===== src/design/uart_defs.svh =====
`ifndef UART_DEFS_SVH
`define UART_DEFS_SVH

// Serial bit timing

// Clock cycles per serial bit, overridden per instance
`define UART_CLKS_PER_BIT 16

// Identification

// Returned in bits 31:8 of a control register read
`define UART_ID_CODE 24'hA5_17_01

// Register map

// One address bit selects between the two registers
`define UART_ADDR_DATA 1'b0  // Tx write, status and rx byte read
`define UART_ADDR_CTRL 1'b1  // Interrupt enables, ID readback

`endif


===== src/design/uart_pkg.sv =====
package uart_pkg;

  // One serial data byte
  typedef logic [7:0] uart_byte_t;

  // Bus write word, decoded by address
  typedef union packed {
    struct packed {
      logic [23:0] reserved;
      uart_byte_t  tx_data;    // Byte queued for transmission
    } data;                    // View at the data address
    struct packed {
      logic [29:0] reserved;
      logic        tx_irq_en;  // Enables interrupt[0]
      logic        rx_irq_en;  // Enables interrupt[1]
    } ctrl;                    // View at the control address
  } uart_wdata_u;

  // Read word at the data address
  typedef struct packed {
    logic [12:0] zero_hi;
    logic        overrun;     // Byte lost before it was read
    logic        rx_valid;    // Unread byte in rx_data
    logic        tx_pending;  // Byte waiting for the transmitter
    logic        tx_ready;    // Transmitter idle
    logic [6:0]  zero_lo;
    uart_byte_t  rx_data;
  } uart_status_t;

endpackage


===== src/design/uart_tx.sv =====
`timescale 1ns/1ps

`include "uart_defs.svh"

module uart_tx #(
  parameter int unsigned clks_per_bit = `UART_CLKS_PER_BIT
) (
  input  logic                clk,
  input  logic                rst_n,
  input  logic                tx_start,
  input  uart_pkg::uart_byte_t tx_byte,
  output logic                tx_ready,
  output logic                tx
);

  localparam int unsigned cnt_w = $clog2(clks_per_bit + 1);
  localparam logic [cnt_w-1:0] last_cnt = cnt_w'(clks_per_bit - 1);

  logic             busy;
  logic [cnt_w-1:0] baud_cnt;   // Cycles within the current bit
  logic [3:0]       bit_idx;    // Start, 8 data, stop
  logic [9:0]       shift_q;    // Frame, LSB on the line

  always_ff @(posedge clk or negedge rst_n) begin
    if (!rst_n) begin
      busy     <= 1'b0;
      baud_cnt <= '0;
      bit_idx  <= '0;
      shift_q  <= '1;          // Line idles high
    end else if (tx_start) begin
      busy     <= 1'b1;
      baud_cnt <= '0;
      bit_idx  <= '0;
      shift_q  <= {1'b1, tx_byte, 1'b0};
    end else if (busy) begin
      if (baud_cnt == last_cnt) begin
        baud_cnt <= '0;
        shift_q  <= {1'b1, shift_q[9:1]};  // Refill with idle level
        if (bit_idx == 4'd9) begin
          busy    <= 1'b0;     // Stop bit done
          bit_idx <= '0;
        end else begin
          bit_idx <= bit_idx + 4'd1;
        end
      end else begin
        baud_cnt <= baud_cnt + 1'b1;
      end
    end
  end

  assign tx_ready = !busy;
  assign tx       = shift_q[0];

  // Start is only legal while idle
  a_start_idle: assert property (
    @(posedge clk) disable iff (!rst_n)
    tx_start |-> tx_ready
  ) else $error("uart_tx: tx_start while busy");

endmodule


===== src/design/uart_rx.sv =====
`timescale 1ns/1ps

`include "uart_defs.svh"

module uart_rx #(
  parameter int unsigned clks_per_bit = `UART_CLKS_PER_BIT
) (
  input  logic                 clk,
  input  logic                 rst_n,
  input  logic                 rx,
  output logic                 rx_done,
  output uart_pkg::uart_byte_t rx_byte
);

  import uart_pkg::*;

  localparam int unsigned cnt_w = $clog2(clks_per_bit + 1);
  localparam logic [cnt_w-1:0] last_cnt = cnt_w'(clks_per_bit - 1);
  localparam logic [cnt_w-1:0] half_cnt = cnt_w'(clks_per_bit / 2 - 1);

  localparam logic [1:0] st_idle  = 2'd0;
  localparam logic [1:0] st_start = 2'd1;
  localparam logic [1:0] st_data  = 2'd2;
  localparam logic [1:0] st_stop  = 2'd3;

  logic             rx_meta;
  logic             rx_sync;
  logic [1:0]       state;
  logic [cnt_w-1:0] baud_cnt;
  logic [2:0]       bit_idx;
  logic             done_q;
  uart_byte_t       data_q;    // Filled LSB first

  // Two-flop synchronizer, resets to idle level
  always_ff @(posedge clk or negedge rst_n) begin
    if (!rst_n) begin
      rx_meta <= 1'b1;
      rx_sync <= 1'b1;
    end else begin
      rx_meta <= rx;
      rx_sync <= rx_meta;
    end
  end

  always_ff @(posedge clk or negedge rst_n) begin
    if (!rst_n) begin
      state    <= st_idle;
      baud_cnt <= '0;
      bit_idx  <= '0;
      done_q   <= 1'b0;
    end else begin
      done_q <= 1'b0;
      case (state)
        st_idle: begin
          baud_cnt <= '0;
          bit_idx  <= '0;
          if (!rx_sync) state <= st_start;  // Falling edge of start bit
        end
        st_start: begin
          if (baud_cnt == half_cnt) begin
            baud_cnt <= '0;
            state    <= rx_sync ? st_idle : st_data;  // Glitch rejected
          end else begin
            baud_cnt <= baud_cnt + 1'b1;
          end
        end
        st_data: begin
          if (baud_cnt == last_cnt) begin
            baud_cnt <= '0;
            bit_idx  <= bit_idx + 3'd1;
            if (bit_idx == 3'd7) state <= st_stop;
          end else begin
            baud_cnt <= baud_cnt + 1'b1;
          end
        end
        default: begin
          if (baud_cnt == last_cnt) begin
            baud_cnt <= '0;
            done_q   <= rx_sync;   // Low stop bit drops the frame
            state    <= st_idle;
          end else begin
            baud_cnt <= baud_cnt + 1'b1;
          end
        end
      endcase
    end
  end

  // Mid-bit data sampling
  always_ff @(posedge clk) begin
    if (state == st_data && baud_cnt == last_cnt) data_q <= {rx_sync, data_q[7:1]};
  end

  assign rx_done = done_q;
  assign rx_byte = data_q;

  a_done_pulse: assert property (
    @(posedge clk) disable iff (!rst_n)
    rx_done |=> !rx_done
  ) else $error("uart_rx: rx_done longer than one cycle");

endmodule


===== src/design/uart_regs.sv =====
`timescale 1ns/1ps

`include "uart_defs.svh"

module uart_regs (
  input  logic                 clk,
  input  logic                 rst_n,
  input  logic                 select,
  input  logic                 write,
  input  logic                 address,
  input  logic [3:0]           be,
  input  uart_pkg::uart_wdata_u data_in,
  output logic [31:0]          data_out,
  output logic [1:0]           interrupt,
  input  logic                 tx_ready,
  output logic                 tx_start,
  output uart_pkg::uart_byte_t tx_byte,
  input  logic                 rx_done,
  input  uart_pkg::uart_byte_t rx_byte
);

  import uart_pkg::*;

  logic         tx_pending;
  uart_byte_t   tx_hold;
  uart_byte_t   rx_hold;
  logic         rx_valid;
  logic         overrun;
  logic         tx_irq_en;
  logic         rx_irq_en;
  logic         wr_data;
  logic         wr_ctrl;
  logic         rd_data;
  uart_status_t status;
  logic [31:0]  ctrl_word;

  // Bus decode
  assign wr_data = select && write && (address == `UART_ADDR_DATA) && be[0];
  assign wr_ctrl = select && write && (address == `UART_ADDR_CTRL) && be[0];
  assign rd_data = select && !write && (address == `UART_ADDR_DATA);

  assign tx_start = tx_pending && tx_ready;
  assign tx_byte  = tx_hold;

  always_ff @(posedge clk or negedge rst_n) begin
    if (!rst_n) begin
      tx_pending <= 1'b0;
      rx_valid   <= 1'b0;
      overrun    <= 1'b0;
      rx_hold    <= '0;
      tx_irq_en  <= 1'b0;
      rx_irq_en  <= 1'b0;
    end else begin
      if (wr_data && !tx_pending) begin
        tx_pending <= 1'b1;    // Writes while pending are dropped
      end else if (tx_start) begin
        tx_pending <= 1'b0;
      end

      if (rx_done) begin
        rx_valid <= 1'b1;
        rx_hold  <= rx_byte;
        overrun  <= !rd_data && (overrun || rx_valid);
      end else if (rd_data) begin
        rx_valid <= 1'b0;
        overrun  <= 1'b0;
      end

      if (wr_ctrl) begin
        tx_irq_en <= data_in.ctrl.tx_irq_en;
        rx_irq_en <= data_in.ctrl.rx_irq_en;
      end
    end
  end

  // Transmit holding register
  always_ff @(posedge clk) begin
    if (wr_data && !tx_pending) tx_hold <= data_in.data.tx_data;
  end

  always_comb begin
    status            = '0;
    status.overrun    = overrun;
    status.rx_valid   = rx_valid;
    status.tx_pending = tx_pending;
    status.tx_ready   = tx_ready;
    status.rx_data    = rx_hold;
  end

  assign ctrl_word = {`UART_ID_CODE, 6'b0, tx_irq_en, rx_irq_en};

  // Combinational read mux
  always_comb begin
    data_out = '0;
    if (select && !write) begin
      if (address == `UART_ADDR_DATA) data_out = status;
      else                            data_out = ctrl_word;
    end
  end

  assign interrupt = {rx_valid && rx_irq_en, tx_ready && tx_irq_en};

  // The transmitter takes the byte and goes busy on the next edge
  a_start_taken: assert property (
    @(posedge clk) disable iff (!rst_n)
    tx_start |=> !tx_ready
  ) else $error("uart_regs: transmitter did not accept tx_start");

endmodule


===== src/design/uart_periph.sv =====
`timescale 1ns/1ps

`include "uart_defs.svh"

module uart_periph #(
  parameter int unsigned clks_per_bit = `UART_CLKS_PER_BIT
) (
  input  logic                  clk,
  input  logic                  rst_n,
  input  logic                  select,
  input  logic                  write,
  input  logic                  address,
  input  logic [3:0]            be,
  input  uart_pkg::uart_wdata_u data_in,
  output logic [31:0]           data_out,
  output logic [1:0]            interrupt,
  input  logic                  rx,
  output logic                  tx
);

  import uart_pkg::*;

  logic       tx_ready;
  logic       tx_start;
  logic       rx_done;
  uart_byte_t tx_byte;
  uart_byte_t rx_byte;

  uart_regs u_regs (
    .clk       (clk),
    .rst_n     (rst_n),
    .select    (select),
    .write     (write),
    .address   (address),
    .be        (be),
    .data_in   (data_in),
    .data_out  (data_out),
    .interrupt (interrupt),
    .tx_ready  (tx_ready),
    .tx_start  (tx_start),
    .tx_byte   (tx_byte),
    .rx_done   (rx_done),
    .rx_byte   (rx_byte)
  );

  uart_tx #(.clks_per_bit(clks_per_bit)) u_tx (
    .clk      (clk),
    .rst_n    (rst_n),
    .tx_start (tx_start),
    .tx_byte  (tx_byte),
    .tx_ready (tx_ready),
    .tx       (tx)
  );

  uart_rx #(.clks_per_bit(clks_per_bit)) u_rx (
    .clk     (clk),
    .rst_n   (rst_n),
    .rx      (rx),
    .rx_done (rx_done),
    .rx_byte (rx_byte)
  );

endmodule


===== config.mk =====
export PLATFORM = sky130hd
export DESIGN_NAME = uart_periph
export DESIGN_NICKNAME = d
export VERILOG_FILES = /design/src/design/uart_pkg.sv /design/src/design/uart_tx.sv /design/src/design/uart_rx.sv /design/src/design/uart_regs.sv /design/src/design/uart_periph.sv
export VERILOG_INCLUDE_DIRS = /design/src /design/src/design
export SDC_FILE = /design/constraint.sdc
export NUM_CORES = 1
export LEC_CHECK = 0
export BUFFER_PORTS_ARGS = -buffer_cell sky130_fd_sc_hd__buf_2
export CELL_PAD_IN_SITES_DETAIL_PLACEMENT = 0
export CELL_PAD_IN_SITES_GLOBAL_PLACEMENT = 2
export CORE_MARGIN = 4
export CORE_UTILIZATION = 33
export CTS_CLUSTER_SIZE = 8
export DETAILED_ROUTE_END_ITERATION = 7
export PLACE_DENSITY_LB_ADDON = 0.1
export SETUP_SLACK_MARGIN = 0.3
export SYNTH_ARGS = -nofsm -noshare
export SYNTH_HDL_FRONTEND = slang
export SYNTH_HIERARCHICAL = 1
export SYNTH_SLANG_ARGS = --single-unit

===== constraint.sdc =====
create_clock -name clk -period 1.98 [get_ports clk]
set_clock_uncertainty 0.05 [all_clocks]
set_input_delay 0.099 -clock clk [delete_from_list [all_inputs] [get_ports clk]]
set_output_delay 0.099 -clock clk [all_outputs]
set_load 0.01 [all_outputs]

==> results of run 1 <==
-- state kept, by name, indices dropped and copies added (netlist names), 2 cells and up --
name / count
u_rx/rx_byte: 8
u_tx/bit_idx: 4
u_rx/bit_idx: 3
u_regs/tx_byte: 8
u_tx/shift_q: 9
u_rx/baud_cnt: 5
u_regs/rx_hold: 8
u_rx/state: 2
u_tx/baud_cnt: 5
-- power by group through the flow --
stage	combinational (mW)	clock, mW	sequential (mW)
CTS	1.03	1.08	1.95
floorplan	0.879	0	1.85
global route	1.19	1.14	2.02
global placement	0.999	0	1.97
detailed placement	1.01	0	1.98
finish	1.02	1.02	1.95
-- timing repair --
item	4_1_cts	5_1_grt
endpoints found under the hold margin	26	0
setup endpoints to repair	0	20
resized for setup	0	2
hold buffers	10	0
buffers inserted	0	1
-- worst reg2reg max path, stage by stage, from the launching register on --
cell	delay [ns]
dfrtp_1	0.38
ha_1	0.30
nand4b_4	0.18
nor3_2	0.13
buf_4	0.19
-- per-layer routing --
metal  track usage [%]  wire [um]
met2              19.8       2820
met4              3.94         57
met3              4.10        250
met1              15.4       2730
met5                 0          0
-- layout make-up --
cell class / count / area (um2)
sequential: 61 / 1620
multi-input combinational: 165 / 1120
inverter: 8 / 30.0
fill: 879 / 5210
clock inverter: 7 / 57.6
tap: 108 / 135
clock buffer: 9 / 124
timing repair buffer: 57 / 378
-- worst max path at each step --
| stage | end | slack [ns] | depth (start not counted) |
|---|---|---|---|
| finish | u_rx/rx_byte[0] | 0.45 | 4 |
| global route | u_rx/rx_byte[1] | 0.30 | 4 |
| CTS | u_tx/bit_idx[2] | 0.33 | 5 |
| detailed placement | u_tx/bit_idx[2] | 0.33 | 5 |
| global placement | u_tx/bit_idx[2] | 0.35 | 5 |
| floorplan | u_tx/shift_q[6] | 0.36 | 8 |
-- synth_stat cells (3+ instances only) --
master    count  share of area, %
dfrtp_1      34                29
nor2_1       21               2.7
buf_4        20               5.1
edfxtp_1     16                16
a21oi_1      12               2.0
and2_1       12               2.6
dfstp_2      11               9.8
nand2b_1     11               2.3
nor3_1        9               1.5
inv_1         8               1.0
mux2_2        8               3.1
ha_1          7               3.0
nand2_1       7              0.89
a211o_1       6               1.8
nand3_1       5              0.85
nand4b_1      5               1.5
buf_2         4              0.68
clkbuf_1      4              0.51
mux2i_1       4               1.4
o21ai_0       4              0.68
xor2_1        4               1.2
buf_6         3               1.1
-- logic make-up (layout without fill, tap and decap cells) --
group	Yosys count	after routing	share of synthesized area (%)
compound gates	39	39	8.97
other cells	1	14	0.127
buf+inv	40	81	8.93
fa+ha+maj	7	7	2.98
flops	61	61	55.1
mux	14	14	5.19
xor+xnor	5	5	1.49
simple gates	86	86	17.3
-- metrics by stage --
| step | util, % | hold WS [ns] |
|---|---|---|
| floorplan | - | -0.247 |
| global placement | 36.5 | 0.0606 |
| detailed placement | 36.5 | 0.0687 |
| CTS | 39.8 | 0.0220 |
| global route | 40.0 | 0.0699 |
| finish | 40.0 | 0.0429 |
==> impl_results.md, run 1 <==
- Outcome: finished, final reports clean
- DR pass1 iterations: 6
- Row count: 34
- Setup slack, reg-to-reg: 0.45 ns
- Seq pwr share: 48.9%
- Clk_lat worst skew: 0.34 ns
- Slew @ Worst Pin: 0.535 ns
- Dpl ws: 0.333 ns
- Total power after layout: 4.00 mW
- Share of flip-flops with an asynchronous set or reset: 73.8%
- Gate Count Post-Synth: 253
- Iter 0 DRT Violations: 40
- Pleak: 1.59 nW
- Post-synth EDFFs: 16
- Final Critical Period: 1.53 ns
- Antenna Violating Nets Remaining: 0
- Critical Path Fanout Max: 8
- Post-synthesis sequential area ratio: 55.1%
- Area growth syn-to-layout: 17.9%
- Final hold viol count: 0
- Wire per inst: 14.1 um
- Total GRT Usage: 12.2%
- H-tree depth: 3
- Critical path arrival: 1.53 ns
- Req. time, crit path: 1.97 ns
- Comb pwr share: 25.6%
- Wirelength, routed: 5.86 mm
- Number of global-route vias before repair: 1922
- Clock Power Share: 25.5%
- Clk slew on worst S/H paths: 0.08 ns
- # clock sinks: 61
- Reg2reg start: u_rx/baud_cnt[0]
- Die Footprint: 10500 um2
- Initial antenna violation count: 0
- Switching fraction of total power: 33.7%
- Antenna Cells: 0
- CORE AREA: 8680 um2
- Most frequent cells in the layout: buf_2, dfrtp_1, nor2_1
- RSZ-0062 raised after global routing: false
- Worst Hold Class: in2reg
- DP Area: 3170 um2
- Hold path start: be[0]
- Internal power: 2.65 mW
- Die X: 102 um
- Crit path largest cell delay: 0.38 ns
- Main synth FF type: dfrtp_1
- TritonCTS clock tree: yes
- GRT Residual Overflow: 0
- GPL Wtd Cong: 0.679
- Vias per inst: 4.74
- Crit. Startpoint: u_rx/baud_cnt[0]
- Delay-heaviest family, CP: flip-flops
- Ports: 77
- Synth Area per Inst: 11.6 um2
- DP Cell Count: 388
- Crit end category: flip-flop
- # setup viols final: 0
- Setup Crit Path Kind: reg2reg
- Initial core utilization: 33.9%
- Design area: 3470 um2
- Die H: 102 um
- Root Buffer: clkbuf_8
- Clock buffer depth: 2
- Largest net degree at the start of global routing: 28
- Port Buffers: 35
- Synth Warn #: 6
- DP HPWL: 3.97 mm
- Most common cell after layout, fill and taps aside: buf_2
- Synthesized area: 2940 um2
- Total number of vias: 1968
- Finished Layout Cells: 415
- Startpoint Class: flip-flop
- Worst Hold Endpoint: u_regs/tx_pending
- WHS Path Cells: 3
- Final nets: 351
- Fraction of layout cells with a size suffix above 1: 29.3%
- CP max stage cell: dfrtp_1
- Post-route worst setup slack: 0.446 ns
- Reg2Reg Depth: 4
- Psw: 1.35 mW
- Max cap viols: 0
- Period utilization: 77.5%
- Final Max Tran Viols: 0
- # DRC: 0
- Reg2reg end: u_rx/rx_byte[0]
- Slew margin rel.: 64.3%
- CTS Buf Count: 9
- Global-route wire length before repair: 9.80 mm
- VDD IR max: 0.430 mV
- Crit path buffers/inverters: 1
- Synth cell types: 50
- Cell area power density: 1150 nW/um2
- Fmax: 652 MHz
- TNS Setup: 0 ns
- Cells along the critical path: ha_1 > nand4b_4 > nor3_2 > buf_4
- Yosys reg bits: 61
(Power assumes the default switching activity.)
==> run 2: changes to the inputs <==
--- a/config.mk
+++ b/config.mk
@@ -6,11 +6,12 @@
 export SDC_FILE = /design/constraint.sdc
 export NUM_CORES = 1
 export LEC_CHECK = 0
+export ABC_AREA = 1
 export BUFFER_PORTS_ARGS = -buffer_cell sky130_fd_sc_hd__buf_2
 export CELL_PAD_IN_SITES_DETAIL_PLACEMENT = 0
 export CELL_PAD_IN_SITES_GLOBAL_PLACEMENT = 2
 export CORE_MARGIN = 4
-export CORE_UTILIZATION = 33
+export CORE_UTILIZATION = 28
 export CTS_CLUSTER_SIZE = 8
 export DETAILED_ROUTE_END_ITERATION = 7
 export PLACE_DENSITY_LB_ADDON = 0.1
==> constraint.sdc (replaced) <==
create_clock -name clk -period 1.3 [get_ports clk]
set_clock_uncertainty 0.05 [all_clocks]
set_input_delay 0.065 -clock clk [delete_from_list [all_inputs] [get_ports clk]]
set_output_delay 0.065 -clock clk [all_outputs]
set_load 0.01 [all_outputs]
==> run 2 against run 1 <==
The flow now finishes with violations (setup timing); core utilization is 0.38 points higher; register-to-register slack worse by 0.49 ns; sequential share of layout area is 7.5 points lower; design area is 20% higher; combinational power is 31% higher; critical endpoint is now u_rx/rx_byte[5]; synthesized cell count is 28% higher; routed wire length is 14% higher; sequential power is 28% higher; via count is 17% higher; clock power is 71% higher; hold slack worse by 0.00066 ns.
==> impl_results.md, run 2 <==
- Synthesized area: 2940 um2 (unchanged)
- Row count: 37 (+8.8%)
- Pleak: 2.03 nW (+28%)
- # setup viols final: 10 (+10)
- Wirelength, routed: 6.67 mm (+14%)
- Critical Path Fanout Max: 5 (-3)
- Core Util, Final: 40.3% (+0.38 points)
- Fmax: 742 MHz (+14%)
- Cells along the critical path: ha_4 > nand2_4 > inv_4 > nand4_1 > buf_6 > clkinvlp_4
- Most frequent cell after synthesis: nand2_1
- Root Buffer: clkbuf_8
- CP max stage cell: dfrtp_1
- Biggest register: u_tx/shift_q
- Total GRT Usage: 11.2% (-1.0 points)
- Crit path largest cell delay: 0.40 ns (+0.02 ns)
- Post-synth EDFFs: 16 (unchanged)
- Synth Warn #: 6 (unchanged)
- Vias per inst: 4.13 (-13%)
- Clk_lat worst skew: 0.34 ns (about the same)
- Largest net degree at the start of global routing: 46 (+64%)
- Yosys top cell by area: dfrtp_1
- Setup Crit Path Kind: reg2reg
- # DRC: 0 (unchanged)
- # clock sinks: 61 (unchanged)
- Hold path start: be[0]
- Wire per inst: 12.0 um (-15%)
- Max FFs per register: 9 (unchanged)
- Startpoint Class: flip-flop
- Main synth FF type: dfrtp_1
- Yosys reg bits: 61 (unchanged)
- Reg2reg start: u_rx/baud_cnt[0]
- CORE AREA: 10300 um2 (+18%)
- Port Buffers: 35 (unchanged)
- Worst Hold Class: in2reg
- Die X: 111 um (+7.9%)
- Antenna Violating Nets Remaining: 0 (unchanged)
- Iter 0 DRT Violations: 76 (+90%)
- H-tree depth: 3 (unchanged)
- WHS Path Cells: 4 (+1)
- Ports: 77 (unchanged)
- Most frequent cells in the layout: nand2_1, buf_2, dfrtp_1
- Post-synthesis sequential area ratio: 55.1% (unchanged)
- Cell area power density: 1340 nW/um2 (+17%)
- Total power after layout: 5.58 mW (+39%)
- Final hold viol count: 0 (unchanged)
- Failing checks: setup timing
- Initial antenna violation count: 0 (unchanged)
- Hold WS: 0.0422 ns (-0.000656 ns)
- VDD IR max: 0.633 mV (+47%)
- Clk slew on worst S/H paths: 0.08 ns (about the same)
- Max cap viols: 0 (unchanged)
- Setup slack, reg-to-reg: -0.05 ns (-0.49 ns)
- Synth top area cells: dfrtp_1, edfxtp_1, nand2_1, dfstp_2, buf_4
- CTS Buf Count: 9 (unchanged)
- Area growth syn-to-layout: 40.9%
- Number of global-route vias before repair: 2298 (+20%)
- Critical path arrival: 1.36 ns (-0.17 ns)
- DR pass1 iterations: 4 (-2)
- Period utilization: 104% (+26 points)
- DP Area: 3360 um2 (+5.9%)
- Crit end category: flip-flop
- Final nets: 464 (+32%)
- Req. time, crit path: 1.31 ns (-0.66 ns)
- Die H: 111 um (+7.9%)
- Fraction of layout cells with a size suffix above 1: 43.8% (+14 points)
- DP HPWL: 4.31 mm (+8.7%)
- Total number of vias: 2294 (+17%)
- RSZ-0062 raised after global routing: true
- Dpl ws: -0.0449 ns (-0.378 ns)
- DP Cell Count: 506 (+30%)
- Worst Hold Endpoint: u_regs/tx_irq_en
- Initial core utilization: 28.6% (-5.3 points)
- Reg2Reg Depth: 6 (+2)
- Clock buffer depth: 2 (unchanged)
- Post-route worst setup slack: -0.0476 ns (-0.493 ns)
- GPL Wtd Cong: 0.750 (+11%)
- Outcome: finished, violations left
- Yosys top cell area share: 28.9% (unchanged)
- TritonCTS clock tree: yes
- Global-route wire length before repair: 11.0 mm (+12%)
- Leading post-synthesis cells by instance count: nand2_1, dfrtp_1, inv_1, nor2_1, buf_4
- Reg2reg end: u_rx/rx_byte[5]
- Finished Layout Cells: 556 (+34%)
- Gate Count Post-Synth: 325 (+28%)
- GRT Residual Overflow: 0 (unchanged)
- Design area: 4150 um2 (+20%)
- Synth Area per Inst: 9.05 um2 (-22%)
- Share of flip-flops with an asynchronous set or reset: 73.8% (unchanged)
- Synth cell types: 34 (-32%)
- Final Max Tran Viols: 0 (unchanged)
- TNS Setup: -0.298 ns (-0.298 ns)
- Die Footprint: 12200 um2 (+16%)
- Most common cell after layout, fill and taps aside: nand2_1
- Final Critical Period: 1.35 ns (-0.187 ns)
- Antenna Cells: 0 (unchanged)
[run 2: cell types whose count changed after synthesis, moves of 7 or more]
cell	before	now
and2_1	12	0
inv_1	8	29
inv_2	0	8
mux2_2	8	0
nand2_1	7	110
nand2_2	0	7
nand2b_1	11	0
nor2_1	21	29
nor3_1	9	1
o21ai_0	4	11
[run 2: kinds of logic after synthesis]
logic type	after synthesis	share of synthesized area, %
adder cells (fa/ha/maj)	7	2.98
buffers and inverters	62	11.1
flip-flops	61	55.1
AND/OR/NAND/NOR	169	25.3
AO/OA/AOI/OAI	24	5.19
other	1	0.127
XOR/XNOR	1	0.298
[run 2: power by group]
part           internal [mW]  leakage, nW  total (mW)  switching (mW)
clock                  0.911        0.101        1.74           0.831
combinational          0.658         1.23        1.34           0.685
sequential              2.29        0.692        2.49           0.205
total                   3.85         2.03        5.58            1.72
[run 2: layout make-up]
class | instances | area (um2)
Clock buffer | 9 | 124
Clock inverter | 7 | 81.3
Fill cell | 1078 | 6130
Inverter | 38 | 175
Multi-Input combinational cell | 216 | 1290
Sequential cell | 61 | 1620
Tap cell | 136 | 170
Timing Repair Buffer | 88 | 677
Timing Repair inverter | 1 | 7.51
[run 2: routing by layer]
layer  wire length [um]  track usage [%]  up-vias
li1                   -                -     1170
met2               3520             19.1       21
met5                  0                0        -
met1               2960             13.4     1099
met3                143             3.67        4
met4                 53             3.20        0
[run 2: worst max path at each step]
| stage | end | slack, ns | start |
|---|---|---|---|
| floorplan | u_tx/bit_idx[0] | 0.02 | u_tx/busy |
| global placement | u_rx/rx_byte[2] | -0.02 | u_rx/baud_cnt[1] |
| detailed placement | u_rx/rx_byte[3] | -0.04 | u_rx/baud_cnt[1] |
| CTS | u_rx/rx_byte[4] | -0.04 | u_rx/baud_cnt[1] |
| global route | u_rx/bit_idx[2] | -0.08 | u_rx/baud_cnt[1] |
| finish | u_rx/rx_byte[5] | -0.05 | u_rx/baud_cnt[0] |
[run 2: worst max-delay path, delay by kind of cell, from the launching register on]
kind          cells  cell delay (ns)
buf+inv           3             0.32
simple gates      2             0.14
fa+ha+maj         1             0.17
flops             1             0.40
[run 2: what timing repair did]
item | CTS | global route
endpoints found under the setup margin | 66 | 70
hold buffers | 10 | 0
gates cloned | 1 | 1
buffers inserted | 14 | 8
gates resized for setup | 37 | 48
endpoints found under the hold margin | 56 | 0
pin swaps | 23 | 16
==> run 3: changes to the inputs <==
--- a/config.mk
+++ b/config.mk
@@ -10,12 +10,14 @@
 export BUFFER_PORTS_ARGS = -buffer_cell sky130_fd_sc_hd__buf_2
 export CELL_PAD_IN_SITES_DETAIL_PLACEMENT = 0
 export CELL_PAD_IN_SITES_GLOBAL_PLACEMENT = 2
+export CORE_ASPECT_RATIO = 0.9
 export CORE_MARGIN = 4
 export CORE_UTILIZATION = 28
 export CTS_CLUSTER_SIZE = 8
 export DETAILED_ROUTE_END_ITERATION = 7
 export PLACE_DENSITY_LB_ADDON = 0.1
 export SETUP_SLACK_MARGIN = 0.3
+export SKIP_CTS_REPAIR_TIMING = 1
 export SYNTH_ARGS = -nofsm -noshare
 export SYNTH_HDL_FRONTEND = slang
 export SYNTH_HIERARCHICAL = 1
==> run 3 against run 2 <==
The run still ends with setup timing left; sequential power hardly changed; critical path type unchanged; critical endpoint is now u_rx/rx_byte[3]; sequential share of layout area is 0.14 points lower; design area is 0.36% higher.
==> impl_results.md, run 3 (same netlist as run 2, synthesis figures left out) <==
- Vias per inst: 4.15 (+0.51%)
- # setup viols final: 8 (-2)
- Critical path destination: u_rx/rx_byte[3]
- Die Footprint: 12200 um2 (about the same)
- DP Cell Count: 501 (-0.99%)
- Clk slew on worst S/H paths: 0.05 ns (-0.03 ns)
- DR pass1 iterations: 4 (unchanged)
- Setup Crit Path Kind: reg2reg
- Finished Layout Cells: 545 (-2.0%)
- Row count: 35 (-5.4%)
- Reg2reg end: u_rx/rx_byte[3]
- Max FFs per register: 9 (unchanged)
- Die X: 116 um (+5.0%)
- GRT Residual Overflow: 0 (unchanged)
- Crit path buffers/inverters: 2 (-1)
- Area growth syn-to-layout: 41.4%
- DP Area: 3360 um2 (+0.19%)
- Final nets: 460 (-0.86%)
- Most common cell after layout, fill and taps aside: nand2_1
- Max cap viols: 0 (unchanged)
- CTS Buf Count: 9 (unchanged)
- Fraction of layout cells with a size suffix above 1: 42.1% (-1.7 points)
- Fmax: 750 MHz (+1.0%)
- Ports: 77 (unchanged)
- # clock sinks: 61 (unchanged)
- DP HPWL: 4.36 mm (+1.1%)
- Wire per inst: 12.3 um (+2.3%)
- Antenna Violating Nets Remaining: 0 (unchanged)
- Core Util, Final: 40.6% (+0.26 points)
- Clk_lat worst skew: 0.33 ns (about the same)
- Period utilization: 103% (-1.1 points)
- Cell area power density: 1440 nW/um2 (+7.3%)
- Crit. Startpoint: u_rx/baud_cnt[1]
- Antenna Cells: 0 (unchanged)
- Initial antenna violation count: 0 (unchanged)
- Reg2reg start: u_rx/baud_cnt[1]
- TritonCTS clock tree: yes
- Final Critical Period: 1.33 ns (-0.0137 ns)
- RSZ-0062 raised after global routing: true
- Final Max Tran Viols: 0 (unchanged)
- Cells along the critical path: ha_2 > nand2_2 > clkinv_2 > nand4_1 > inv_4
- Worst Hold Class: in2reg
- Failing checks: setup timing
- Critical Path Fanout Max: 10 (+5)
- Biggest register: u_tx/shift_q
- Crit end category: flip-flop
- Delay-heaviest family, CP: flip-flops
- Final hold viol count: 0 (unchanged)
- Startpoint Class: flip-flop
- Iter 0 DRT Violations: 83 (+9.2%)
- Design area: 4160 um2 (+0.36%)
- Port Buffers: 35 (unchanged)
- CP Depth: 5 (-1)
- Die H: 105 um (-4.8%)
- Total of fill cells in the finished design: 1057 (-1.9%)
- Critical path arrival: 1.31 ns (-0.05 ns)
- Clock buffer depth: 2 (unchanged)
- Total number of vias: 2260 (-1.5%)
- Number of global-route vias before repair: 2240 (-2.5%)
- Post-route worst setup slack: -0.0339 ns (+0.0137 ns)
- Wirelength, routed: 6.69 mm (+0.24%)
- H-tree depth: 3 (unchanged)
- Reg2Reg Depth: 5 (-1)
- Outcome: finished, violations left
- CP max stage cell: dfrtp_1
- Largest net degree at the start of global routing: 34 (-26%)
- Root Buffer: clkbuf_16
- Req. time, crit path: 1.28 ns (-0.03 ns)
- Crit path largest cell delay: 0.35 ns (-0.05 ns)
- VDD IR max: 0.972 mV (+54%)
- # DRC: 0 (unchanged)
- CORE AREA: 10200 um2 (-0.29%)
- Setup slack, reg-to-reg: -0.03 ns (about the same)
- Dpl ws: -0.0482 ns (-0.00331 ns)
- GPL Wtd Cong: 0.750 (about the same)
- Total GRT Usage: 11.4% (+0.23 points)
- Initial core utilization: 28.7% (+0.084 points)
- Global-route wire length before repair: 10.9 mm (-1.3%)
- Most frequent cells in the layout: nand2_1, buf_2, dfrtp_1
- TNS Setup: -0.246 ns (+0.0524 ns)
- Pleak: 2.06 nW (+1.6%)
-- run 3: how the worst min path moves through the flow --
stage	startpoint	to	slack (ns)	cells after the start
3_5_place_dp	rst_n	u_regs/tx_irq_en	-0.04	1
5_1_grt	be[0]	u_regs/rx_irq_en	0.04	4
6_report	be[0]	u_regs/rx_irq_en	0.04	4
4_1_cts	rst_n	u_tx/bit_idx[2]	-0.39	1
3_3_place_gp	rst_n	u_tx/bit_idx[2]	-0.05	1
2_1_floorplan	rst_n	u_regs/overrun	-0.28	0
-- run 3: layer usage --
layer | vias to the layer above | part of all wire [%] | track usage (%)
met5 | - | 0 | 0
met4 | 0 | 0.96 | 3.48
met3 | 8 | 3.9 | 4.48
met2 | 29 | 48 | 16.5
met1 | 1061 | 47 | 15.7
li1 | 1162 | - | -
-- run 3: layout make-up --
cell class                 count  area (um2)  share of cell area, %
sequential                    61        1620                   39.0
multi-input combinational    216        1260                   30.3
timing repair buffer          85         649                   15.6
clock buffer                  14         254                   6.10
inverter                      38         176                   4.24
tap                          129         161                   3.88
clock inverter                 2        33.8                  0.812
-- run 3: stage by stage --
stage | total power [mW] | hold slack [ns]
finish | 6.00 | 0.0393
global route | 6.39 | 0.0445
CTS | 5.80 | -0.391
detailed placement | 3.42 | -0.0362
global placement | 3.41 | -0.0457
floorplan | 3.03 | -0.281
-- run 3: where the power goes --
part / internal (mW) / switching [mW] / leakage (nW)
clock network: 1.53 / 0.787 / 0.139
registers: 2.29 / 0.199 / 0.693
logic: 0.567 / 0.632 / 1.23
total: 4.39 / 1.62 / 2.06
-- run 3: tightest hold or removal path, cell delays in order --
cell     delay [ns]
buf_2          0.11
nand2_2        0.08
o21ai_0        0.07
nand2_1        0.05
